File: src/rtl/int_mem_pkg.sv
`default_nettype none

package int_mem_pkg;

   // cpu byte address and bus data widths
   localparam int ADDR_W = 32;
   localparam int DATA_W = 32;

   // one bus request, wstrb all zero means read
   typedef struct packed {
      logic                valid;
      logic [ADDR_W-1:0]   addr;
      logic [DATA_W-1:0]   wdata;
      logic [DATA_W/8-1:0] wstrb;
   } iob_req_t;

   // one bus response
   // rvalid comes one cycle after an accepted read
   typedef struct packed {
      logic [DATA_W-1:0] rdata;
      logic              rvalid;
      logic              ready;
   } iob_rsp_t;

   // control register bit positions
   localparam int BOOT_FLAG_BIT = 0;
   localparam int CPU_RST_BIT   = 1;

endpackage

`default_nettype wire

File: src/rtl/ibus_merge.sv
`timescale 1ns/1ps
`default_nettype none

module ibus_merge (
   input  wire int_mem_pkg::iob_req_t boot_req_i,
   input  wire int_mem_pkg::iob_req_t cpu_req_i,
   output      int_mem_pkg::iob_rsp_t cpu_rsp_o,
   output      int_mem_pkg::iob_req_t sram_req_o,
   input  wire int_mem_pkg::iob_rsp_t sram_rsp_i
);

   // fixed priority, boot writes go first
   always_comb begin
      if (boot_req_i.valid) begin
         sram_req_o = boot_req_i;
      end else begin
         sram_req_o = cpu_req_i;
      end
   end

   // boot side only writes, so every read response is the cpu's
   always_comb begin
      cpu_rsp_o.rdata  = sram_rsp_i.rdata;
      cpu_rsp_o.rvalid = sram_rsp_i.rvalid;
      // stall the cpu while the copy owns the port
      cpu_rsp_o.ready  = sram_rsp_i.ready & ~boot_req_i.valid;
   end

endmodule

`default_nettype wire

File: config.mk
export PLATFORM = sky130hd
export DESIGN_NAME = ibus_merge
export DESIGN_NICKNAME = d
export VERILOG_FILES = /design/src/rtl/int_mem_pkg.sv /design/src/rtl/ibus_merge.sv
export SDC_FILE = /design/constraint.sdc
export NUM_CORES = 1
export LEC_CHECK = 0
export ABC_CLOCK_PERIOD_IN_PS = 1900
export BUFFER_PORTS_ARGS = -buffer_cell sky130_fd_sc_hd__buf_2
export CORE_AREA = 10 10 98 100
export DETAILED_ROUTE_END_ITERATION = 8
export DIE_AREA = 0 0 108 110
export PLACE_DENSITY = 0.69
export RECOVER_POWER = 100
export SLEW_MARGIN = 20
export SYNTH_ARGS = -nofsm -noshare
export SYNTH_HDL_FRONTEND = slang
export SYNTH_SLANG_ARGS = --single-unit
File: constraint.sdc
create_clock -name vclk -period 1.9
set_input_delay 0.38 -clock vclk [all_inputs]
set_output_delay 0.38 -clock vclk [all_outputs]
set_load 0.05 [all_outputs]
; ---- Word-level counts from Yosys, hierarchy flattened
; Index checks and enable logic that the tools add are counted.
; W data, S select, Z words.
[word_totals]
regBits = 0
input_bits = 172
output_inout_bits = 103
word_cells = 3
[classes]
muxes = 1
n_bitwise = 2
[op_table]
columns = op, count
row1 = $mux W69, 1
row2 = $and A1 B1 Y1, 1
row3 = $not A1 Y1, 1

; ---- Longest topological paths before layout
; Gate-level depths: netlist (run 1).
[depth]
depth_word = 2
ltp_mapped = 3
mapped_depth_nobuf = 1

; ---- Least setup slack after synthesis (run 1)
; OpenSTA, ideal clock, no wires.
[synth_timing]
kind = in2out
start = input port boot_req_i[68] (netlist name)
end = output port cpu_rsp_o[0] (netlist name)
arrival_time_ns = 1.371
t_required_ns = 1.520
path_slack_ns = 0.149
path_stages = 3
n_path_buf = 2
cell_sequence = buf_6 -> buf_12 -> nor2b_1
[synth_rtl]
columns = item, line_no
row1 = start: declaration, ibus_merge.sv:5  ; input wire int_mem_pkg::iob_req_t boot_req_i,
row2 = end: declaration, ibus_merge.sv:7  ; output int_mem_pkg::iob_rsp_t cpu_rsp_o,

==> impl_metrics.tcl, run 1 <==
set metrics [dict create \
    min_period_over_period 0.944 \
    antenna_left 0 \
    path_class "in -> out" \
    status "finished, final reports clean" \
    multiInputGateArea_um2 1030 \
    dpl_cell_area_um2 2250 \
    grt.met2_usage 0.185 \
    design_area_um2 2240 \
    worstSetupEndpointType "output pin" \
    area.sequential_um2 0 \
    die_area_um2 11900 \
    placement.setup.worst_slack_ns 0.139 \
    critPathLaunchType "input port" \
    detailedRoute.firstIterationViolations 37 \
    synth.cell_area_um2 1430 \
    cts_resized 0 \
    synth.area.top_cells "sky130_fd_sc_hd__mux2_4 (71%), sky130_fd_sc_hd__buf_4 (17%), sky130_fd_sc_hd__buf_12 (9.8%), sky130_fd_sc_hd__buf_6 (0.79%), sky130_fd_sc_hd__nor2b_1 (0.44%)" \
    grt_remaining_overflow 0 \
    synth_seq_area_share 0 \
    power-per-cell-area_nw_per_um2 413 \
    grt_setup_unrepaired "no" \
    nFillCells 824 \
    start_util 0.187 \
    yosysUniqueCellTypes 6 \
    mappedNetlistNets 283 \
    hold_buffers 0 \
    slowest_delay_ns 0.33 \
    dp_hpwl_um 6360 \
    avgRoutedWirePerCell_um 17.7 \
    synth_top_cell_area_share 0.713 \
    num-clock-buffers 0 \
    initial_antenna_violation_count 1 \
    most-common-layout-cells "sky130_fd_sc_hd__buf_2 (140), sky130_fd_sc_hd__mux2_4 (68), sky130_fd_sc_hd__clkbuf_2 (63), sky130_fd_sc_hd__clkbuf_1 (5), sky130_fd_sc_hd__buf_12 (2)" \
    worstPathBufferInverterCount 3 \
    router_iterations_before_antenna_repair 4 \
    finalWorstSetupSlack_ns 0.107 \
    critical_path.max_fanout 35 \
    grt_first_pass_wirelength_um 9230 \
    p_leak_uw 0.00140 \
    period_minus_slack_ns 1.79 \
    finalSetupViolations 0 \
    numPlacedInstances 383 \
    global_route.peak_usage_layer "met2" \
    drt-vias-per-instance 3.90 \
    worst_slew_pin_slew_ns 0.609 \
    fin_nets 455 \
    routed_wl_um 6760 \
    post_route_cells_drive_above_1_share 0.979 \
    pin_count 275 \
    coreArea_um2 7650 \
    timing_max_transition_violations_final 0 \
    hold_path_class "in -> out" \
    netlist_instances 111 \
    grt_pass1_vias 1658 \
    dieWidth_um 108 \
    floorplan.die.height_um 110 \
    endpoint_arrival_time_on_the_critical_path_ns 1.41 \
    io_buffer_count 209 \
    synth_top_cell_by_area "sky130_fd_sc_hd__mux2_4" \
    layout_commonest_cell "sky130_fd_sc_hd__buf_2" \
    placementRows 32 \
    post-cts-setup-buffers 0 \
    power.ir.vdd_worst_uv 175 \
    synthesis.area_per_instance_um2 12.9 \
    ys.warnings.count 0 \
    max_cap_viol_count 0 \
    grt_usage 0.0925 \
    crit_path_cells "buf_4 -> buf_12 -> mux2_4 -> clkbuf_2" \
    gp_congestion 0.835 \
    maxClockFrequency_mhz 558 \
    critical-path-top-delay-family "buffers and inverters" \
    hold_violations 0 \
    pin_count_of_the_biggest_net_entering_global_routing 36 \
    cp_slowest_cell "sky130_fd_sc_hd__mux2_4" \
    final-instance-count-excl-fill 383 \
    dr_total_vias 1492 \
    met1_global_route_usage 0.0905 \
    global_route_track_usage_on_met3 0.0366 \
    slew_limit_headroom 0.596 \
    syn_to_final_growth_pct 56.6 \
    nFlopsAndLatches 0 \
    drc 0 \
    crit_required_ns 1.52 \
    min_delay_path_depth 0 \
    fin_tns_setup_ns 0 \
    diodes 0 \
    number_of_cells_on_the_critical_path 4 \
]
-- cells in the mapped netlist (all sizes together) --
| library cell | number |
|---|---|
| nor2b | 1 |
| or2 | 1 |
| buf | 41 |
| mux2 | 68 |
-- logic make-up after synthesis --
kind of cell / after synthesis / synth area share
buf+inv: 41 / 0.279
mux: 68 / 0.713
simple gates: 2 / 0.00874
-- path summary, 6_finish.rpt --
check,startpoint,end
worst min-delay path,sram_rsp_i[18],cpu_rsp_o[18]
worst max-delay path,boot_req_i[68],sram_req_o[17]
-- report_power, final --
| part | leakage (uW) | total, uW | switching [uW] | internal (uW) |
|---|---|---|---|---|
| Sequential | 0 | 0 | 0 | 0 |
| Clock | 0 | 0 | 0 | 0 |
| Combinational | 0.00140 | 927 | 578 | 348 |
| Total | 0.00140 | 927 | 578 | 348 |
-- metal layers --
layer  wire [um]  up-vias
met5          13        -
met4          53        2
met3         871        4
met2        3680      126
met1        2140      659
li1            -      701
-- per-stage QoR --
| step | utilization | hold slack, ns | total power (uW) |
|---|---|---|---|
| global placement | 0.294 | 0.760 | 926 |
| finish | 0.293 | 0.760 | 927 |
| floorplan | - | 0.927 | 889 |
| global route | 0.293 | 0.760 | 973 |
| CTS | 0.294 | 0.760 | 940 |
| detailed placement | 0.294 | 0.760 | 937 |
-- cell type report --
class                           count  area share
Multi-Input combinational cell     70       0.461
Tap cell                          102      0.0569
Timing Repair Buffer              211       0.482
Power figures use the tool's default switching activity.
==> run 2: changes to the inputs <==
Settings changed: CORE_AREA 10 10 98 100 to 5 5 104 106, DIE_AREA 0 0 108 110 to 0 0 109 111, PLACE_DENSITY 0.69 to 0.59.
==> impl_metrics.tcl, run 2 (synthesis gave the netlist of run 1 again) <==
set metrics [dict create \
    status "finished, final reports clean" \
    dp_hpwl_um 4910 \
    antenna_left 0 \
    power-per-cell-area_nw_per_um2 402 \
    worst_slew_pin_slew_ns 0.603 \
    dr.max_layer_used "met4" \
    syn_to_final_growth_pct 59.0 \
    pin_count 275 \
    grt_first_pass_wirelength_um 7380 \
    fin_tns_setup_ns 0 \
    post_route_cells_drive_above_1_share 0.993 \
    post-cts-setup-buffers 0 \
    critical_path.max_fanout 29 \
    crit_path_cells "buf_4 -> buf_6 -> mux2_4 -> clkbuf_2" \
    gp_congestion 0.696 \
    worstSetupEndpointType "output pin" \
    endpoint_arrival_time_on_the_critical_path_ns 1.40 \
    diodes 0 \
    start_util 0.148 \
    initial_antenna_violation_count 0 \
    final-instance-count-excl-fill 414 \
    num-clock-buffers 0 \
    placementRows 36 \
    numPlacedInstances 414 \
    max_cap_viol_count 0 \
    p_leak_uw 0.00141 \
    grt_remaining_overflow 0 \
    grt_pass1_vias 1560 \
    finalSetupViolations 0 \
    grt_usage 0.0723 \
    critPathLaunchType "input port" \
    detailedRoute.firstIterationViolations 27 \
    period_minus_slack_ns 1.78 \
    dr_total_vias 1452 \
    avgRoutedWirePerCell_um 12.8 \
    hold_buffers 0 \
    router_iterations_before_antenna_repair 4 \
    hold_violations 0 \
    floorplan.die.height_um 111 \
    nFlopsAndLatches 0 \
    drc 0 \
    fin_nets 455 \
    nFillCells 1082 \
    maxClockFrequency_mhz 561 \
    power.ir.vdd_worst_uv 147 \
    cp_slowest_cell "sky130_fd_sc_hd__mux2_4" \
    die_area_um2 12100 \
    start_point_of_the_critical_path "boot_req_i[68]" \
    coreArea_um2 9680 \
    crit_required_ns 1.52 \
    timing_max_transition_violations_final 0 \
    routed_wl_um 5300 \
    path_class "in -> out" \
    route.met3.wl_um 818 \
    routed-wl-met2_um 2630 \
    layout_commonest_cell "sky130_fd_sc_hd__buf_2" \
    slew_limit_headroom 0.600 \
    io_buffer_count 209 \
    pin_count_of_the_biggest_net_entering_global_routing 42 \
    min_period_over_period 0.938 \
    slowest_delay_ns 0.34 \
    cts_resized 0 \
    worst_hold_startpoint "sram_rsp_i[13]" \
    hold_path_class "in -> out" \
    most-common-layout-cells "sky130_fd_sc_hd__buf_2 (140), sky130_fd_sc_hd__mux2_4 (68), sky130_fd_sc_hd__clkbuf_2 (67)" \
    grt_setup_unrepaired "no" \
    drt-vias-per-instance 3.51 \
    drt-met1-wl_um 1740 \
    dieWidth_um 109 \
    area.sequential_um2 0 \
]
==> run 2: cell counts in the layout (fill, tap and decap cells not counted) <==
No cell type changed its count.
==> run 2: final timing paths <==
path | end | slack, ns | cells after the start
min | cpu_rsp_o[13] | 0.76 | 0
max | sram_req_o[58] | 0.12 | 4
==> run 2: cell type report <==
class,count,area [um2],area share
tap,133,166,0.0730
multi-input combinational,70,1030,0.454
timing repair buffer,211,1080,0.473
==> run 2: through the flow <==
stage               total power (uW)   util  setup slack, ns  instance area (um2)  hold slack, ns
finish                           916  0.235            0.118                 2280           0.760
global route                     959  0.235           0.0817                 2280           0.760
CTS                              927  0.236            0.172                 2290           0.760
detailed placement               926  0.236            0.171                 2290           0.760
global placement                 918  0.236            0.186                 2290           0.760
floorplan                        889      -            0.149                 1430           0.927
==> run 2: critical path: cells and delay by family <==
kind / cells / cell delay [ns]
mux: 1 / 0.34
buf+inv: 3 / 0.66
==> run 2: routing by layer <==
metal / track usage / vias to the layer above
li1: - / 700
met1: 0.0725 / 604
met2: 0.141 / 132
met3: 0.0221 / 16
met4: 0.0160 / 0
met5: 0 / -
==> run 2: report_power, final <==
| group | switching, uW | internal (uW) |
|---|---|---|
| Sequential | 0 | 0 |
| Clock | 0 | 0 |
| Combinational | 568 | 348 |
