**src/rtl/int_mem_pkg.sv**
```systemverilog
`default_nettype none

package int_mem_pkg;

   // cpu byte address and bus data widths
   localparam int ADDR_W = 32;
   localparam int DATA_W = 32;

   // one bus request, wstrb all zero means read
   typedef struct packed {
      logic                valid;
      logic [ADDR_W-1:0]   addr;
      logic [DATA_W-1:0]   wdata;
      logic [DATA_W/8-1:0] wstrb;
   } iob_req_t;

   // one bus response
   // rvalid comes one cycle after an accepted read
   typedef struct packed {
      logic [DATA_W-1:0] rdata;
      logic              rvalid;
      logic              ready;
   } iob_rsp_t;

   // control register bit positions
   localparam int BOOT_FLAG_BIT = 0;
   localparam int CPU_RST_BIT   = 1;

endpackage

`default_nettype wire

```
**src/rtl/boot_ctrl.sv**
```systemverilog
`timescale 1ns/1ps
`default_nettype none

module boot_ctrl #(
   parameter int SRAM_ADDR_W    = 12,
   parameter int BOOTROM_ADDR_W = 8
) (
   input  wire logic                              clk_i,
   input  wire logic                              rst_n_i,
   input  wire int_mem_pkg::iob_req_t             cpu_req_i,
   output      int_mem_pkg::iob_rsp_t             cpu_rsp_o,
   output      logic                              boot_o,
   output      logic                              cpu_rst_o,
   output      int_mem_pkg::iob_req_t             sram_req_o,
   output      logic                              rom_r_valid_o,
   output      logic [BOOTROM_ADDR_W-3:0]         rom_r_addr_o,
   input  wire logic [int_mem_pkg::DATA_W-1:0]    rom_r_rdata_i
);

   localparam int DATA_W = int_mem_pkg::DATA_W;

   logic                      start_q;
   logic                      rd_busy_q;
   logic [BOOTROM_ADDR_W-3:0] rd_addr_q;
   logic                      wr_valid_q;
   logic [BOOTROM_ADDR_W-3:0] wr_addr_q;
   logic                      boot_q;
   logic                      cpu_rst_q;
   logic                      reg_rvalid_q;
   logic [DATA_W-1:0]         reg_rdata_q;
   logic [DATA_W-1:0]         status;
   logic                      reg_rd;
   logic                      reg_wr;
   logic                      restart;
   logic                      copy_start;
   logic [SRAM_ADDR_W-3:0]    wr_word;

   // register access decode, address is not decoded further
   assign reg_rd     = cpu_req_i.valid & ~|cpu_req_i.wstrb;
   assign reg_wr     = cpu_req_i.valid & cpu_req_i.wstrb[0];
   assign restart    = reg_wr & cpu_req_i.wdata[int_mem_pkg::CPU_RST_BIT];
   assign copy_start = start_q | restart;

   // rom read stage, one word per cycle
   always_ff @(posedge clk_i or negedge rst_n_i) begin
      if (!rst_n_i) begin
         start_q   <= 1'b1;
         rd_busy_q <= 1'b0;
         rd_addr_q <= '0;
      end else begin
         start_q <= 1'b0;
         if (copy_start) begin
            rd_busy_q <= 1'b1;
            rd_addr_q <= '0;
         end else if (rd_busy_q) begin
            rd_addr_q <= rd_addr_q + 1'b1;
            if (&rd_addr_q) begin
               rd_busy_q <= 1'b0;
            end
         end
      end
   end

   assign rom_r_valid_o = rd_busy_q;
   assign rom_r_addr_o  = rd_addr_q;

   // sram write stage follows the rom read by one cycle
   always_ff @(posedge clk_i or negedge rst_n_i) begin
      if (!rst_n_i) begin
         wr_valid_q <= 1'b0;
      end else begin
         wr_valid_q <= rd_busy_q;
      end
   end

   always_ff @(posedge clk_i) begin
      wr_addr_q <= rd_addr_q;
   end

   // boot program lands in the top region of the sram
   assign wr_word = {{(SRAM_ADDR_W-BOOTROM_ADDR_W){1'b1}}, wr_addr_q};

   always_comb begin
      sram_req_o                     = '0;
      sram_req_o.valid               = wr_valid_q;
      sram_req_o.addr[SRAM_ADDR_W-1:2] = wr_word;
      sram_req_o.wdata               = rom_r_rdata_i;
      sram_req_o.wstrb               = '1;
   end

   // boot flag and cpu reset
   // a new copy in flight keeps the cpu in reset
   always_ff @(posedge clk_i or negedge rst_n_i) begin
      if (!rst_n_i) begin
         boot_q    <= 1'b1;
         cpu_rst_q <= 1'b1;
      end else begin
         if (wr_valid_q && (&wr_addr_q) && !rd_busy_q) begin
            cpu_rst_q <= 1'b0;
         end
         if (reg_wr) begin
            boot_q <= cpu_req_i.wdata[int_mem_pkg::BOOT_FLAG_BIT];
         end
         if (restart) begin
            boot_q    <= 1'b1;
            cpu_rst_q <= 1'b1;
         end
      end
   end

   assign boot_o    = boot_q;
   assign cpu_rst_o = cpu_rst_q;

   always_comb begin
      status                              = '0;
      status[int_mem_pkg::BOOT_FLAG_BIT]  = boot_q;
      status[int_mem_pkg::CPU_RST_BIT]    = cpu_rst_q;
   end

   // register read response
   always_ff @(posedge clk_i or negedge rst_n_i) begin
      if (!rst_n_i) begin
         reg_rvalid_q <= 1'b0;
      end else begin
         reg_rvalid_q <= reg_rd;
      end
   end

   always_ff @(posedge clk_i) begin
      if (reg_rd) begin
         reg_rdata_q <= status;
      end
   end

   always_comb begin
      cpu_rsp_o.rdata  = reg_rdata_q;
      cpu_rsp_o.rvalid = reg_rvalid_q;
      cpu_rsp_o.ready  = 1'b1;
   end

endmodule

`default_nettype wire

```
**config.mk**
```make
export PLATFORM = sky130hd
export DESIGN_NAME = boot_ctrl
export DESIGN_NICKNAME = d
export VERILOG_FILES = /design/src/rtl/int_mem_pkg.sv /design/src/rtl/boot_ctrl.sv
export SDC_FILE = /design/constraint.sdc
export NUM_CORES = 1
export LEC_CHECK = 0
export BUFFER_PORTS_ARGS = -buffer_cell sky130_fd_sc_hd__buf_4
export CAP_MARGIN = 15
export CELL_PAD_IN_SITES_DETAIL_PLACEMENT = 0
export CELL_PAD_IN_SITES_GLOBAL_PLACEMENT = 2
export CORE_ASPECT_RATIO = 1.1
export CORE_MARGIN = 3
export CORE_UTILIZATION = 14
export DETAILED_ROUTE_END_ITERATION = 6
export HOLD_SLACK_MARGIN = 0.05
export PLACE_DENSITY_LB_ADDON = 0.1
export SYNTH_ARGS = -nofsm -noshare
export SYNTH_HDL_FRONTEND = slang
export SYNTH_SLANG_ARGS = --single-unit
```
**constraint.sdc**
```tcl
create_clock -name clk_i -period 3 [get_ports clk_i]
set_input_delay 0.3 -clock clk_i [delete_from_list [all_inputs] [get_ports clk_i]]
set_output_delay 0.3 -clock clk_i [all_outputs]
set_load 0.01 [all_outputs]
```
### After elaboration in Yosys (flattened, before gate mapping)

Index checks and enable logic that the tools add are counted.

| operators by class | value |
|---|---|
| add/subtract/negate cells | 1 |
| multiplexer cells | 9 |
| bitwise logic cells | 4 |
| reductions and logical operators | 10 |

Operators with widths:

| cell | number |
|---|---|
| $mux W6 | 2 |
| $reduce_and A6 Y1 | 2 |
| $mux W1 | 7 |
| $add A6 B1 Y6 const B | 1 |
| $reduce_bool A2 Y1 | 3 |
| $reduce_or A4 Y1 | 1 |
| $and A1 B1 Y1 | 3 |
| $logic_and A1 B1 Y1 | 2 |
| $logic_not A1 Y1 | 2 |
| $or A1 B1 Y1 | 1 |

| storage, ports and cells | value |
|---|---|
| bits in registers | 20 |
| bits of input ports | 103 |
| output and inout port bits | 112 |
| logic and storage cells | 33 |

### Logic depth before layout (Yosys ltp)

| depth | value |
|---|---|
| depth after elaboration | 5 |
| gate-level depth with buffers | 4 |
| depth with buffers taken out | 4 |

### Worst setup path after synthesis

OpenSTA, ideal clock, no wires.

| timing path | value |
|---|---|
| path type | reg2reg |
| start | register rd_addr_q[0], in the netlist rom_r_addr_o[0] |
| end | register rd_busy_q, in the netlist rom_r_valid_o |
| arrival | 1,094 ps |
| data required time | 2,881 ps |
| path slack | 1,787 ps |
| cell stages (with the launch flop) | 5 |
| path buffers | 0 |
| cell sequence | dfrtp_1 > ha_1 > and3_1 > nand3_1 > a21o_2 |

| between the ends | value |
|---|---|
| longest elaborated chain between the ends | 4 |

RTL lines:

| element | RTL line | source |
|---|---|---|
| start, declared | boot_ctrl.sv:24 | `logic [BOOTROM_ADDR_W-3:0] rd_addr_q;` |
| start signal, assigned | boot_ctrl.sv:56 | `rd_addr_q <= rd_addr_q + 1'b1;` |
| $reduce_and A6 Y1 | boot_ctrl.sv:57 | `if (&rd_addr_q) begin` |
| $mux W1 | boot_ctrl.sv:57 |  |
| $mux W1 | boot_ctrl.sv:55 | `end else if (rd_busy_q) begin` |
| $mux W1 | boot_ctrl.sv:52 | `if (copy_start) begin` |
| end signal, assigned | boot_ctrl.sv:48 | `rd_busy_q <= 1'b0;` |
| end signal, assigned | boot_ctrl.sv:53 | `rd_busy_q <= 1'b1;` |
| end signal, assigned | boot_ctrl.sv:58 | `rd_busy_q <= 1'b0;` |
| end, declared | boot_ctrl.sv:23 | `logic rd_busy_q;` |

No other way between the ends.
A chain may end at the register's enable or synchronous reset.

### Worst setup path after layout

| timing path | value |
|---|---|
| start | register rd_busy_q, in the netlist rom_r_valid_o |
| end | output port rom_r_valid_o |

RTL lines:

| element | RTL line | source |
|---|---|---|
| end, declared | boot_ctrl.sv:15 | `output logic rom_r_valid_o,` |

No word-level cell between the ends.

==> metrics.txt <==
share of cells above drive strength 1=a little under a quarter; n_diodes=0; dominant synthesized flop cell=dfrtp_1; IO Count=215; WP buf/inv=1; hpwl dp=around 2100 um; area leader, netlist=buf_4; number of antenna violations at the first check in global routing=0; HP Class=in -> reg; Clock Skews=0.00346 ns; Iter 0 DRT Violations=24; clock power share=between 30% and 40%; Starting Density=~14%; nets@finish=around 250; Worst-path clk slew=0.07 ns; post-synthesis cell count=approximately 150; Leakage Power=0.649 nW; gpl congestion=0.594; Critical Path RT=between 2 and 3 ns; #FFs+latches synth=20; unrepaired setup endpoints after global routing=false; Sequential Power Share=roughly 54%; final period utilization=between 40% and 50%; Max VDD drop=0.127 mV; Post-Route WL=~2500 um; Worst EP arrival=1.04 ns; CP endpoint kind=output port; Mapped Area=approximately 0.0014 mm^2; hold_ws=between 0.2 and 0.25 ns; Max Clk Rate=745 MHz; TritonRoute pass-1 iters=2; delay-heaviest family, CP=flip-flops; die span in x=approximately 100 um; Slowest-stage cell, CP=dfrtp_1; post-synth cell types=25; via count=~700; clk root buf=clkbuf_8; commonest cells after routing, fill and taps aside=conb_1, buf_4, dfrtp_1; Sw Pwr=0.150 mW; Final Instance Area=between 0.001 and 0.0015 mm^2; Core ar.=between 0.009 and 0.01 mm^2; GR Overflow Total=0; Hold Vio Cnt, Final=0; pin count of the biggest net entering global routing=13; Synth area leaders=buf_4, dfrtp_1, dfxtp_1; CP Launch Type=flip-flop; # H-tree levels=1; first-pass GRT wire length=3430 um; design internal power=~0.40 mW; worst skew pair latency=between 0.2 and 0.3 ns; dpl cell area=around 0.0013 mm^2; Comb pwr share=between 10 and 15%; worst-path maximum fanout=9; All-Layer GR Usage=under 10%; synthesis-to-finish area growth=-6.40%; # resized after CTS=0; Seq/Total Area, Yosys=around a third; crit path cell chain=buf_4; Max Cap Viol=0; asr flop ratio synth=around three fifths; Setup-failing EPs final=0; drt drc=0; vias per cell=around 2.5; CP peak stage delay=~0.59 ns; Post-DRT Antenna Nets=0; wire length per cell=9.18 um; CTS Buf Count=3; Slew Limit Fails=0; Synth top area share=about 50%; floorplan die height=around 110 um; CTS tree=done; clk sinks=20; Crit Path Class=reg -> out; Placement Rows=38; Port Buf Inserts=27; syn_area_per_cell=around 9.4 um^2; status=finished, final reports clean; EDFF count, synth=2; total power divided by cell area=between 400 and 500 mW/mm^2; switching portion of total power=a little over a quarter; clock tree buffer depth=2; die area=0.0114 mm^2; setup_tns=0 ns; leading cell type in the layout, fill and taps excluded=conb_1; Synthesis Warnings=0; vias in the first global route=between 600 and 700; fin crit period=roughly 1.3 ns
## layout make-up
type                    instances  area, um^2
well taps                     120         150
fillers                      1138        8550
multi-input cells              95         443
repair buffers                 28         213
clock inverters                 1        3.75
clock buffers                   3        41.3
flip-flops and latches         20         484
## cells in the mapped netlist, types with 2 or more instances
cell	instances
buf_4	95
dfrtp_1	9
nor2_1	7
dfxtp_1	6
nand2_1	4
dfstp_2	3
xor2_1	3
a21oi_1	2
conb_1	2
edfxtp_1	2
nand3_1	2
nand4_1	2
o21ai_0	2
## stage by stage
step | power [mW] | std cells | worst slack [ns] | util (%)
floorplan | 0.448 | 211 | 1.79 | -
global route | 0.580 | 267 | 1.57 | 13.5
CTS | 0.559 | 267 | 1.63 | 13.5
global placement | 0.378 | 262 | 1.65 | 12.9
finish | 0.547 | 267 | 1.66 | 13.5
detailed placement | 0.377 | 262 | 1.66 | 12.9
## registers in the layout, indices dropped and copies added (netlist names)
register	flops
rom_r_addr_o	6
wr_addr_q	6
reg_rdata_q	2
boot_o	1
cpu_rst_o	1
reg_rvalid_q	1
rom_r_valid_o	1
start_q	1
wr_valid_q	1
## final timing paths
path / start / endpoint / slack (ns) / depth (start not counted)
worst max-delay path: rom_r_valid_o / rom_r_valid_o / 1.66 / 1
worst min-delay path: cpu_req_i[68] / boot_o / 0.21 / 2
worst max register to register: rom_r_valid_o / rom_r_addr_o[5] / 1.68 / 3
worst min register to register: rom_r_addr_o[5] / wr_addr_q[5] / 0.45 / 0
max in group asynchronous: rst_n_i / cpu_rst_o / 2.32 / 2
min in group asynchronous: rst_n_i / reg_rvalid_q / 0.44 / 2
## per-layer routing
layer / up-vias / global-route usage [%] / part of all wire [%]
li1: 311 / - / -
met1: 309 / 3.78 / 33
met2: 60 / 7.28 / 54
met3: 0 / 1.57 / 12
met4: 0 / 1.66 / 0
met5: - / 0 / 0
## power by group through the flow
stage	combinational [mW]	sequential (mW)	clock, mW
2_1_floorplan	0.147	0.300	0
3_3_place_gp	0.0782	0.299	0
3_5_place_dp	0.0775	0.299	0
4_1_cts	0.0788	0.294	0.187
5_1_grt	0.0892	0.295	0.196
6_report	0.0797	0.293	0.174
## cell families (layout without fill, tap and decap cells)
kind of cell	count (synthesis)	count (layout)	share of synthesized area [%]
AO/OA/AOI/OAI	6	6	2.46
XOR/XNOR	4	4	2.46
adder cells (fa/ha/maj)	1	1	0.877
buffers and inverters	96	32	50.8
flip-flops	20	20	33.9
multiplexers	1	1	0.702
other	2	62	0.527
AND/OR/NAND/NOR	21	21	8.25
## timing repair
| action | 4_1_cts | 5_1_grt |
|---|---|---|
| hold endpoints to repair | 9 | 0 |
| hold buffers | 1 | 0 |
| buffers inserted | 0 | 0 |
No activity file was read; power rests on OpenSTA's default activity.
