$ cat src/rtl/int_mem_pkg.sv
`default_nettype none

package int_mem_pkg;

   // cpu byte address and bus data widths
   localparam int ADDR_W = 32;
   localparam int DATA_W = 32;

   // one bus request, wstrb all zero means read
   typedef struct packed {
      logic                valid;
      logic [ADDR_W-1:0]   addr;
      logic [DATA_W-1:0]   wdata;
      logic [DATA_W/8-1:0] wstrb;
   } iob_req_t;

   // one bus response
   // rvalid comes one cycle after an accepted read
   typedef struct packed {
      logic [DATA_W-1:0] rdata;
      logic              rvalid;
      logic              ready;
   } iob_rsp_t;

   // control register bit positions
   localparam int BOOT_FLAG_BIT = 0;
   localparam int CPU_RST_BIT   = 1;

endpackage

`default_nettype wire

$ cat src/rtl/dbus_split.sv
`timescale 1ns/1ps
`default_nettype none

module dbus_split #(
   parameter int B_BIT = 31
) (
   input  wire logic                  clk_i,
   input  wire logic                  rst_n_i,
   input  wire int_mem_pkg::iob_req_t cpu_req_i,
   output      int_mem_pkg::iob_rsp_t cpu_rsp_o,
   output      int_mem_pkg::iob_req_t sram_req_o,
   input  wire int_mem_pkg::iob_rsp_t sram_rsp_i,
   output      int_mem_pkg::iob_req_t ctrl_req_o,
   input  wire int_mem_pkg::iob_rsp_t ctrl_rsp_i
);

   logic sel;
   logic rd_accept;
   logic rd_sel_q;

   // high selects the boot controller
   assign sel = cpu_req_i.addr[B_BIT];

   always_comb begin
      sram_req_o       = cpu_req_i;
      sram_req_o.valid = cpu_req_i.valid & ~sel;
      ctrl_req_o       = cpu_req_i;
      ctrl_req_o.valid = cpu_req_i.valid & sel;
   end

   assign rd_accept = cpu_req_i.valid & cpu_rsp_o.ready & ~|cpu_req_i.wstrb;

   // remember the target of the last accepted read
   always_ff @(posedge clk_i or negedge rst_n_i) begin
      if (!rst_n_i) begin
         rd_sel_q <= 1'b0;
      end else if (rd_accept) begin
         rd_sel_q <= sel;
      end
   end

   always_comb begin
      cpu_rsp_o.ready = sel ? ctrl_rsp_i.ready : sram_rsp_i.ready;
      if (rd_sel_q) begin
         cpu_rsp_o.rdata  = ctrl_rsp_i.rdata;
         cpu_rsp_o.rvalid = ctrl_rsp_i.rvalid;
      end else begin
         cpu_rsp_o.rdata  = sram_rsp_i.rdata;
         cpu_rsp_o.rvalid = sram_rsp_i.rvalid;
      end
   end

endmodule

`default_nettype wire

$ cat config.mk
export PLATFORM = sky130hd
export DESIGN_NAME = dbus_split
export DESIGN_NICKNAME = d
export VERILOG_FILES = /design/src/rtl/int_mem_pkg.sv /design/src/rtl/dbus_split.sv
export SDC_FILE = /design/constraint.sdc
export NUM_CORES = 1
export LEC_CHECK = 0
export ABC_AREA = 1
export BUFFER_PORTS_ARGS = -buffer_cell sky130_fd_sc_hd__clkbuf_2
export CAP_MARGIN = 20
export CORE_AREA = 2 2 119 121
export CTS_BUF_LIST = sky130_fd_sc_hd__clkbuf_4 sky130_fd_sc_hd__clkbuf_8 sky130_fd_sc_hd__clkbuf_16
export DETAILED_ROUTE_END_ITERATION = 16
export DIE_AREA = 0 0 121 123
export GPL_TIMING_DRIVEN = 0
export SYNTH_ARGS = -nofsm -noshare
export SYNTH_HDL_FRONTEND = slang
export SYNTH_SLANG_ARGS = --single-unit
$ cat constraint.sdc
create_clock -name clk_i -period 1.2 [get_ports clk_i]
set_clock_uncertainty 0.05 [all_clocks]
set_input_delay 0.18 -clock clk_i [delete_from_list [all_inputs] [get_ports clk_i]]
set_output_delay 0.18 -clock clk_i [all_outputs]
set_load 0.05 [all_outputs]
* Word-level counts from Yosys, hierarchy flattened
Index checks and enable logic that the tools add are counted.
Word-level totals: bits of input ports 139, output and inout port bits 172, flip-flop bits (word level) 1, logic and storage cells 10
Operators by class: bitwise operators 5, reduce and logical (&&, ||, !) cells 2, muxes and demuxes 2
Operators by type and width (count):
- $mux 33 | 1
- $and 1x1->1 | 4
- $reduce_or 4->1 | 1
- $logic_not 1->1 | 1
- $mux 1 | 1
- $not 1->1 | 1

* Longest topological paths before layout
Gate-level depths: netlist of run 1.
depth after elaboration 3, mapped depth 6, mapped depth without buffers 6

* Least setup slack after synthesis of run 1
OpenSTA, ideal clock, no wires.
path kind register -> output, start point register rd_sel_q, end point output port cpu_rsp_o[10] in the netlist's numbering, arrival 1012 ps, cell stages (with the launch flop) 4, slack -42 ps, path buffers 2, data required time 970 ps, path through dfrtp_1 -> buf_6 -> buf_12 -> mux2_4
RTL lines:
- from (decl) | RTL line dbus_split.sv:19 | logic rd_sel_q;
- from (signal assigned) | RTL line dbus_split.sv:38 | rd_sel_q <= sel;
- to (decl) | RTL line dbus_split.sv:10 | output int_mem_pkg::iob_rsp_t cpu_rsp_o,

==> impl.org, run 1 <==
** Synthesis
- Synthesis produced a netlist with a net count of 333.
- Largest family of logic cells by synthesized area :: buffers and inverters
- Simple logic cell fraction of the synthesized area :: 3.510%
- Counting flops and latches in the post-synthesis netlist gives 1.
- Ranked by total cell area, the synthesized netlist is headed by sky130_fd_sc_hd__buf_4 (61%), sky130_fd_sc_hd__mux2_4 (26%), sky130_fd_sc_hd__buf_12 (3.6%).
- The Yosys step of the flow raised 0 warnings.
- Portion of the post-synthesis area used by sequential elements :: 1.494%
- Synthesis instantiated 10 different standard cells from the library.
- Xor/xnor cell area share of the yosys netlist :: 0%
- Area share of the largest cell type after synthesis :: 60.94%
- Summing the areas of all fa, ha and maj instances in the mapped netlist gives 0% of the synthesized area.
- Summed over all instances, the cell type with the most area after synthesis is sky130_fd_sc_hd__buf_4.
- Compound-gate portion of the synthesized area :: 0%
- Synthesized cell area :: 1675 sq um
- Counting every instance in the synthesized netlist gives 194.
- A synthesized cell averages 8.636 sq um.
- Measured against the total synthesized area, the mux share comes to 28.68%.

** Die
- Measured along the x axis, the die boundary spans 121 um.
- Pin placement for this block handled 311 I/O pins.
- The total area inside the core boundary comes to 13610 sq um.
- Height of the die :: 123 um
- Std-Cell Rows :: 43
- Initial core utilization :: 12.31%
- Full die area :: 14880 sq um

** Routing
- Via count of the routed design :: 2007
- The first routing iteration left 9 violations.
- Antenna viol nets, final :: 0
- In the final routed layout, each cell accounts on average for 10.20 um.
- Before antenna repair, the detailed router went through 2 iterations.
- The final layout contains routed wiring with a total length of 6372 um.
- Dividing the detail-routed via count by the number of cells gives 3.211.
- After detailed routing, the number of remaining DRC violations is 0.

** Layout
- In the final design database the tool counted 586 nets.
- The flip-flop count of the largest register after layout came to 1.
- After routing the design area is 3530 sq um.
- Registers with the most flip-flops :: rd_sel_q x1
- Diodes inserted :: 0
- Compared with the post-synthesis result, the final layout area differs by 110.7%.
- Fillers :: 1447
- Of the cells placed in the final design, the portion with a size suffix greater than 1 is 95.06%.
- Counting flops per register, the top entry is rd_sel_q.

** STA
- In the finished design, the share of the clock period the worst path needs comes to 113.5%.
- Setup violations remaining at the end of the flow were counted as 33.
- Slew Limit Fails :: 0
- The worst path in the final design needs a cycle of 1.362 ns, including I/O delays and setup.
- Static timing analysis puts the maximum clock frequency at 734.2 MHz.
- Worst Setup Slack, final :: -0.1620 ns
- Final hold violations :: 0
- In the final timing run, aggregate negative setup slack is -4.509 ns.
- Worst slew slack as a fraction of its limit :: 81.14%
- Setup repair after global routing could not meet its margin everywhere.
- For the pin with the worst max-slew slack, the measured transition is 0.2841 ns.

** Placement
- The placed instances occupy a cell area of 3137 sq um.
- Before CTS, the worst setup slack after placement is -0.2293 ns.
- Final Wtd Congestion :: 0.7482
- Post-DP HPWL :: 5831 um
- Number of port buffers :: 247

** Pwr
- In this run the static leakage power is 2.163 nW.
- Power density cells :: 940.3 nW/um^2
- Internal power summed over all cells :: 1.374 mW
- In this run, the clock network consumes 0% of the power.
- The analysis attributes to net switching a power of 1.945 mW.
- Of the total power, combinational logic draws 98.7%.
- Net switching is 58.61% of the power.
- Worst IR Drop VDD :: 0.0003340 V
- Sequential share of power :: 1.3%
- Overall power of the completed layout :: 3.319 mW

** Global route
- Number of antenna violations at the first check in global routing :: 0
- The total overflow left after global routing is 0.
- Entering global routing, the biggest net connects 11 pins.
- The number of global-route vias before repair was 1792.
- For this run, the total global-route usage over all layers was measured as 6.791%.
- First-pass GRT wire length :: 8162 um

** Clocking
- After clock tree synthesis, the clock-pin slew on the worst setup and hold paths is 0 ns.
- For the worst-skew pair, the clock arrives at the later sink with an insertion delay of 0 ns.

** Outcome
- Outcome :: finished, violations left
- The final reports fail on setup timing.

** Job
- Count of maximum capacitance violations :: 0

** Worst setup path
- Cell with the largest stage delay on the worst path :: sky130_fd_sc_hd__dfrtp_1
- Element type at the critical path end :: output port
- WS Path Type :: reg -> out
- CP bufs+invs :: 3
- Cell-by-cell listing of the critical path :: buf_6 > buf_12 > mux2_4 > buf_8
- On the worst path, the slowest cell contributes a delay of 0.35 ns.
- Maximum fanout encountered on the critical timing path :: 10
- Data on the critical path is required at its endpoint by 0.97 ns.
- Arrival time reported for the critical path endpoint :: 1.13 ns
- Kind of start point of the critical path :: flip-flop
- CP top delay family :: buffers and inverters

** Hold path
- Hold/Removal Path Class :: in -> async
[stage by stage]
| step | utilization, % | hold WS (ns) | instances |
|---|---|---|---|
| 2_1_floorplan | - | -0.1656 | 194 |
| 3_3_place_gp | 23.04 | -0.09485 | 621 |
| 3_5_place_dp | 23.04 | -0.09396 | 621 |
| 4_1_cts | 25.57 | 0.4520 | 624 |
| 5_1_grt | 25.93 | 0.4544 | 625 |
| 6_report | 25.93 | 0.4453 | 625 |
[synth_stat cells]
master	instances
sky130_fd_sc_hd__dfrtp_1	1
sky130_fd_sc_hd__nand3_1	2
sky130_fd_sc_hd__nand2_1	8
sky130_fd_sc_hd__nor2_1	5
sky130_fd_sc_hd__mux2_4	29
sky130_fd_sc_hd__buf_4	136
sky130_fd_sc_hd__inv_1	5
sky130_fd_sc_hd__buf_12	3
sky130_fd_sc_hd__buf_6	1
sky130_fd_sc_hd__mux2_2	4
[placed cells by master (no fill, tap or decap), types with 2 or more instances in the layout]
| master | n |
|---|---|
| sky130_fd_sc_hd__buf_4 | 139 |
| sky130_fd_sc_hd__inv_1 | 5 |
| sky130_fd_sc_hd__buf_12 | 3 |
| sky130_fd_sc_hd__nor2_1 | 5 |
| sky130_fd_sc_hd__clkbuf_2 | 213 |
| sky130_fd_sc_hd__nand2_1 | 8 |
| sky130_fd_sc_hd__mux2_4 | 32 |
| sky130_fd_sc_hd__buf_8 | 30 |
| sky130_fd_sc_hd__nand3_1 | 2 |
| sky130_fd_sc_hd__clkbuf_16 | 2 |
[layout make-up]
type	instances	area, sq um	area share, %
Buffer	140	1092	30.95
Sequential cell	1	25.02	0.7090
Inverter	5	18.77	0.5317
Tap cell	180	225.2	6.381
Timing Repair Buffer	251	1618	45.83
Multi-Input combinational cell	48	550.5	15.60
[worst reg2reg max path, stage by stage, from the launching register on]
cell                      delay [ns]
sky130_fd_sc_hd__dfrtp_1        0.35
sky130_fd_sc_hd__buf_6          0.15
sky130_fd_sc_hd__buf_12         0.15
sky130_fd_sc_hd__nand2_1        0.06
sky130_fd_sc_hd__nand2_1        0.04
[power groups by stage]
stage	Combinational [mW]	Clock, mW	Sequential (mW)
finish	3.28	0	0.0435
global route	3.39	0	0.0442
CTS	3.16	0	0.0435
detailed placement	2.85	0	0.0433
global placement	2.84	0	0.0433
floorplan	2.37	0	0.0431
[metal layers]
metal / vias up / share of wire, % / track usage, %
met5: - / 0 / 0
met4: 0 / 0 / 0
met3: 0 / 12 / 0.9225
met2: 177 / 57 / 15.45
met1: 855 / 31 / 6.615
li1: 975 / - / -
[cell families (layout without fill, tap and decap cells)]
family                 Yosys count  in the layout
buffers and inverters          145            396
DFF                              1              1
muxes                           33             33
and+or+nand+nor                 15             15
[worst paths after layout]
| check | slack (ns) | cells past startpoint | endpoint | startpoint |
|---|---|---|---|---|
| worst max-delay path | -0.16 | 4 | cpu_rsp_o[18] | rd_sel_q |
| worst min-delay path | 0.45 | 2 | rd_sel_q | rst_n_i |
| worst max register to register | 0.28 | 4 | rd_sel_q | rd_sel_q |
| worst min register to register | 0.71 | 4 | rd_sel_q | rd_sel_q |
| max in group asynchronous | 0.57 | 2 | rd_sel_q | rst_n_i |
| min in group clk_i | 0.49 | 3 | rd_sel_q | cpu_req_i[67] |
[repair_timing]
item,in CTS,in global routing
buffers inserted,2,1
hold buffers,1,0
endpoints found under the setup margin,33,34
endpoints found under the hold margin,1,0
gates resized for setup,70,32
(Power assumes the default switching activity.)
==> run 2: changes to the inputs <==
BUFFER_PORTS_ARGS = not set   (was -buffer_cell sky130_fd_sc_hd__clkbuf_2)
CORE_AREA = 2 2 120 122   (was 2 2 119 121)
DIE_AREA = 0 0 122 124   (was 0 0 121 123)
DONT_BUFFER_PORTS = 1   (was not set)
MAX_ROUTING_LAYER = met4   (was not set)
clock period = 1.3 ns   (was 1.2 ns; I/O delays follow)
==> impl.org, run 2 (synthesis gave the netlist of run 1 again) <==
** Worst setup path
- The critical path is of the reg -> out type.
- Following the worst setup path forward leads to its endpoint at cpu_rsp_o[25].
- Maximum fanout encountered on the critical timing path :: 10
- Cell-by-cell listing of the critical path :: buf_6 > buf_12 > mux2_4
- FF-to-FF Start :: rd_sel_q
- Path length in cells of the critical path :: 3
- In this design, the largest share of critical-path delay is due to multiplexers.
- Data on the critical path is required at its endpoint by 1.05 ns.
- For this run, the slowest stage of the critical path takes 0.39 ns.
- STA classifies the critical path endpoint as an output port.
- Arrival time reported for the critical path endpoint :: 1.06 ns
- Depth of the worst register-to-register path :: 4
- STA classifies the critical path startpoint as a flip-flop.
- Reg-to-Reg End :: rd_sel_q
- For flop-to-flop paths, the worst setup slack is 0.35 ns.
- Origin of the worst setup path :: rd_sel_q
- Cell with the largest stage delay on the worst path :: sky130_fd_sc_hd__mux2_4
- CP bufs+invs :: 2

** Die
- The core region is 13720 sq um.
- For this configuration, the core starts out at a cell density of 12.21%.
- Std-Cell Rows :: 43
- Die span in x :: 122 um
- Total I/O pin count :: 311
- In this run the vertical extent of the chip is 124 um.
- Full die area :: 15130 sq um

** Routing
- In the routed layout, each cell is associated on average with a via count of 3.024.
- In this run the remaining antenna-violating nets after routing total 0.
- The first detailed-routing pass took 2 iterations.
- The routed design has 5725 um of wire.
- Via count of the routed design :: 1134
- After detailed routing, the average wire length per cell comes to 15.27 um.
- In the routed design, unresolved DRC markers number 0.
- The first routing iteration left 9 violations.

** Global route
- The number of global-route vias before repair was 941.
- The number of antenna violations at the first check in global routing came to 0.
- The first global-routing pass estimated 5885 um of wire.
- Global routing used 5.621% of the available tracks across all layers.
- Overflow after GRT :: 0
- Maximum number of pins on one net before global-route repair :: 11

** STA
- Static timing analysis puts the maximum clock frequency at 769.1 MHz.
- Minimum period implied by the final worst setup slack :: 1.300 ns
- In this run the tightest slew margin relative to its limit is 36.53%.
- Ratio of final minimum period to clock period :: 100.0%
- Setup repair after global routing could not meet its margin everywhere.
- Final hold violations :: 0
- Worst Setup Slack, final :: -0.0001724 ns
- Setup violations remaining at the end of the flow were counted as 1.
- The max-slew violation count came to 0.
- Pin slew with the least headroom to its limit :: 0.9486 ns

** Layout
- From synthesis to final layout, the design area changed by 14.04%.
- Most frequent standard cell in the layout excluding fill and tap cells :: sky130_fd_sc_hd__buf_4
- The largest registers in the layout are rd_sel_q x1.
- Diodes inserted :: 0
- rd_sel_q holds more flip-flops than any other register.
- Max FFs per register :: 1
- Commonest cells after routing, fill and taps aside :: sky130_fd_sc_hd__buf_4 (136), sky130_fd_sc_hd__mux2_4 (29), sky130_fd_sc_hd__nand2_1 (8)
- Leaving out filler cells and counting taps, the final layout contains 375.
- The post-route netlist has 88.72% of its cells at a drive strength greater than 1.
- Layout Nets :: 336

** Placement
- Number of instances in the placed design :: 374
- Number of port buffers :: 0
- Detailed placement finished with a half-perimeter wire length of 5632 um.
- Final Wtd Congestion :: 0.7792

** Pwr
- Clock network fraction of design power :: 0%
- Overall power of the completed layout :: 2.301 mW
- Internal power summed over all cells :: 0.6794 mW
- Sequential share of power :: 1.8%
- In this run, the combinational gates consume 98.2% of the power.
- Worst IR Drop VDD :: 0.0003096 V
- Reported leakage power :: 0.9930 nW
- Switch share :: 70.47%
- Net load switching power :: 1.621 mW
- Power spread over the standard cell area amounts to 1204 nW/um^2.

** Clocking
- Clock slew at the register clock pins of the worst setup and hold paths :: 0 ns
- Clock latency on the worst-skew pair, taken at its later pin, is 0 ns.

** Outcome
- The final reports fail on setup timing.
- The run finished, with violations left.

** Hold path
- Hold/Removal Path Class :: in -> reg

** Job
- The tool flagged a number of max-cap violations equal to 0.
-- run 2: repair_timing --
item | in CTS | in global routing
endpoints found under the setup margin | 8 | 29
hold endpoints to repair | 1 | 0
buffers inserted | 0 | 0
gates cloned | 0 | 0
resized for setup | 0 | 0
hold buffers | 1 | 0
pin swaps | 0 | 0
-- run 2: per-stage QoR --
stage / utilization [%] / setup TNS [ns] / instance area [sq um] / hold WS (ns) / worst slack (ns)
floorplan: - / 0 / 1675 / -0.1506 / 0.04300
global placement: 13.85 / 0 / 1901 / -0.1506 / 0.01133
detailed placement: 13.85 / -0.004163 / 1901 / -0.1505 / -0.002302
CTS: 13.93 / -0.03787 / 1911 / 0.3531 / -0.007676
global route: 13.93 / -0.2872 / 1911 / 0.3644 / -0.01715
finish: 13.93 / -0.0001724 / 1911 / 0.3487 / -0.0001724
-- run 2: area by class of cell --
cell class / instances / area [sq um]
plain buffers: 140 / 1092
fillers: 1535 / 11810
flip-flops and latches: 1 / 25.02
inverters: 5 / 18.77
multi-input cells: 48 / 539.3
repair buffers: 1 / 10.01
well taps: 180 / 225.2
-- run 2: worst register-to-register path: stages, from the launching register on --
cell,delay [ns]
sky130_fd_sc_hd__dfrtp_1,0.36
sky130_fd_sc_hd__buf_6,0.15
sky130_fd_sc_hd__buf_12,0.15
sky130_fd_sc_hd__nand2_1,0.06
sky130_fd_sc_hd__nand2_1,0.05
-- run 2: layer usage --
| layer | up-vias | GRT usage (%) | routed length [um] |
|---|---|---|---|
| met5 | - | - | 0 |
| met4 | 0 | 0 | 0 |
| met3 | 0 | 0.3663 | 713 |
| met2 | 176 | 12.67 | 3343 |
| met1 | 482 | 5.373 | 1668 |
| li1 | 476 | - | - |
-- run 2: power groups by stage --
stage / Combinational [mW] / Sequential, mW / Clock [mW]
2_1_floorplan: 2.19 / 0.0398 / 0
5_1_grt: 2.31 / 0.0414 / 0
3_3_place_gp: 2.27 / 0.0403 / 0
3_5_place_dp: 2.27 / 0.0409 / 0
4_1_cts: 2.27 / 0.0411 / 0
6_report: 2.26 / 0.0408 / 0
-- run 2: worst min path at each step --
| stage | end | from | slack [ns] | cells past startpoint |
|---|---|---|---|---|
| floorplan | rd_sel_q | rst_n_i | -0.15 | 0 |
| global placement | rd_sel_q | rst_n_i | -0.15 | 0 |
| detailed placement | rd_sel_q | rst_n_i | -0.15 | 0 |
| CTS | rd_sel_q | cpu_req_i[67] | 0.35 | 2 |
| global route | rd_sel_q | cpu_req_i[67] | 0.36 | 2 |
| finish | rd_sel_q | cpu_req_i[67] | 0.35 | 2 |
==> run 3: changes to the inputs <==
==> constraint.sdc (replaced) <==
create_clock -name clk_i -period 1.25 [get_ports clk_i]
set_clock_uncertainty 0.05 [all_clocks]
set_input_delay 0.25 -clock clk_i [delete_from_list [all_inputs] [get_ports clk_i]]
set_output_delay 0.25 -clock clk_i [all_outputs]
set_load 0.05 [all_outputs]
==> impl.org, run 3 (synthesis gave the netlist of run 1 again) <==
** Worst setup path
- Reg-to-Reg End :: rd_sel_q
- Element type at the critical path end :: output port
- For the worst setup path, the data arrival time is 1.06 ns.
- The most critical setup path has its startpoint at rd_sel_q.
- FF-to-FF Start :: rd_sel_q
- Kind of start point of the critical path :: flip-flop
- WS Path Type :: reg -> out
- Depth of the worst register-to-register path :: 4
- Last element of the critical path :: cpu_rsp_o[25]
- The setup check on the worst reg-to-reg path leaves a slack of 0.31 ns.
- Maximum fanout encountered on the critical timing path :: 10
- For the worst setup path, the data required time is 0.95 ns.

** Placement
- At the end of routability-driven placement, the weighted congestion stood at 0.7792.
- Input and output buffers added on the ports amount to 0.
- Summing all placed instances gives a cell area of 1901 sq um.
- Post-DP HPWL :: 5632 um
- Dpl ws :: -0.1073 ns

** STA
- Ratio of final minimum period to clock period :: 108.4%
- Minimum period implied by the final worst setup slack :: 1.355 ns
- Setup repair after global routing could not meet its margin everywhere.
- Setup violations remaining at the end of the flow were counted as 33.
- Across all setup checks in the final design, the least slack found is -0.1052 ns.
- The max-slew violation count is 0.
- The final number of hold-violating endpoints was 0.
- Pin slew with the least headroom to its limit :: 0.5856 ns
- Measured against its own limit, the worst slew margin works out to 60.92%.
- For this run, the top clock speed supported by timing is 737.9 MHz.

** Layout
- Registers with the most flip-flops :: rd_sel_q x1
- For this run, the post-layout net count is 336.
- The filler cells instantiated in the layout total 1535.
- After routing the design area is 1916 sq um.
- Max FFs per register :: 1
- Post-Route Utilization :: 13.96%
- Layout cell share with drive strength beyond 1 :: 89.74%
- Layout area overhead :: 14.34%
- Register with the most flip-flops :: rd_sel_q
- Commonest cells after routing, fill and taps aside :: sky130_fd_sc_hd__buf_4 (136), sky130_fd_sc_hd__mux2_4 (29), sky130_fd_sc_hd__nand2_1 (7)
- Diodes inserted :: 0
- Summing all flip-flop and latch instances after layout gives 25.02 sq um.
- The library cell used most frequently in the layout, excluding fill and tap cells, is sky130_fd_sc_hd__buf_4.
- Area used by multi-input combinational logic :: 544.3 sq um

** Routing
- Routed length per instance :: 15.28 um
- After detailed routing, the met3 layer carries 713 um of wire.
- Routed metal-1 wirelength :: 1669 um
- Drt total wl :: 5729 um
- 1st-pass router iterations :: 2
- After the first detailed-routing iteration, the DRC count stood at 9.
- Dividing the detail-routed via count by the number of cells gives 3.027.
- Uppermost metal layer occupied by signal nets :: met3
- The detail route stage leaves a number of antenna-violating nets equal to 0.
- The routed layout has 1135 vias.
- # DRC :: 0
- Summed over all nets, wire length on met2 after detailed routing comes to 3345 um.

** Die
- The region available for standard cell placement spans 13720 sq um.
- Initial core utilization :: 12.21%
- From left edge to right edge, the die measures 122 um.
- The die is 124 um tall.
- Total I/O pin count :: 311
- Full die area :: 15130 sq um
- Row generation in the floorplan step produced 43 rows.

** Hold path
- Hold/Removal Path Class :: in -> reg
- The worst hold path begins at cpu_req_i[67].

** Clocking
- Clock-pin slew was measured on the worst setup and hold paths at 0 ns.
- Clock latency on the worst-skew pair :: 0 ns
- Post-CTS setup buffer count :: 0

** Pwr
- Reported leakage power :: 0.9929 nW
- Power density cells :: 1250 nW/um^2
- Worst IR Drop VDD :: 0.0003220 V

** Global route
- Entering global routing, the biggest net connects 11 pins.
- The number of antenna violations at the first check in global routing is 0.
- After global routing the overflow that remains totals 0.
- Global routing consumed, over all layers together, 5.621% of the routing resources.
- The number of global-route vias before repair is 941.
- First-pass GRT wire length :: 5885 um

** Outcome
- Outcome :: finished, violations left
- The final reports fail on setup timing.

** Job
- Max-cap violations in this run came to 0.
-- run 3: worst min path at each step --
stage               depth (start not counted)  slack (ns)        to
floorplan                                   0        -0.1  rd_sel_q
global placement                            0        -0.1  rd_sel_q
detailed placement                          0        -0.1  rd_sel_q
CTS                                         2        0.41  rd_sel_q
global route                                2        0.42  rd_sel_q
finish                                      2        0.40  rd_sel_q
-- run 3: final cells by class --
cell class | count | area share, %
inverter | 5 | 0.9798
tap | 180 | 11.76
timing repair buffer | 1 | 0.5225
multi-input combinational | 48 | 28.41
buffer | 140 | 57.02
sequential | 1 | 1.306
-- run 3: per-layer routing --
layer / vias up / GRT usage [%]
li1: 476 / -
met1: 483 / 5.373
met2: 176 / 12.67
met3: 0 / 0.3663
met4: 0 / 0
met5: - / -
-- run 3: worst max-delay path: stages, from the launching register on --
cell and delay [ns]:
sky130_fd_sc_hd__dfrtp_1 0.36, sky130_fd_sc_hd__buf_6 0.15, sky130_fd_sc_hd__buf_12 0.15, sky130_fd_sc_hd__mux2_4 0.39
-- run 3: power by group --
group	switching, mW	internal (mW)	leakage [nW]
clock network	0	0	0
logic	1.68	0.668	0.980
registers	0.00332	0.0391	0.0130
total	1.69	0.707	0.993
-- run 3: repair_timing --
item | CTS | global route
hold endpoints to repair | 1 | 0
pin swaps | 0 | 0
setup endpoints to repair | 35 | 33
hold buffers | 1 | 0
gates resized for setup | 2 | 0
cloned | 0 | 0
-- run 3: through the flow --
| step | hold WS, ns | cells | total power [mW] | setup TNS [ns] |
|---|---|---|---|---|
| 3_3_place_gp | -0.09556 | 374 | 2.399 | -2.545 |
| 5_1_grt | 0.4194 | 375 | 2.451 | -3.475 |
| 6_report | 0.4036 | 375 | 2.394 | -2.820 |
| 2_1_floorplan | -0.09559 | 194 | 2.319 | -1.779 |
| 4_1_cts | 0.4082 | 375 | 2.406 | -3.117 |
| 3_5_place_dp | -0.09554 | 374 | 2.400 | -2.961 |
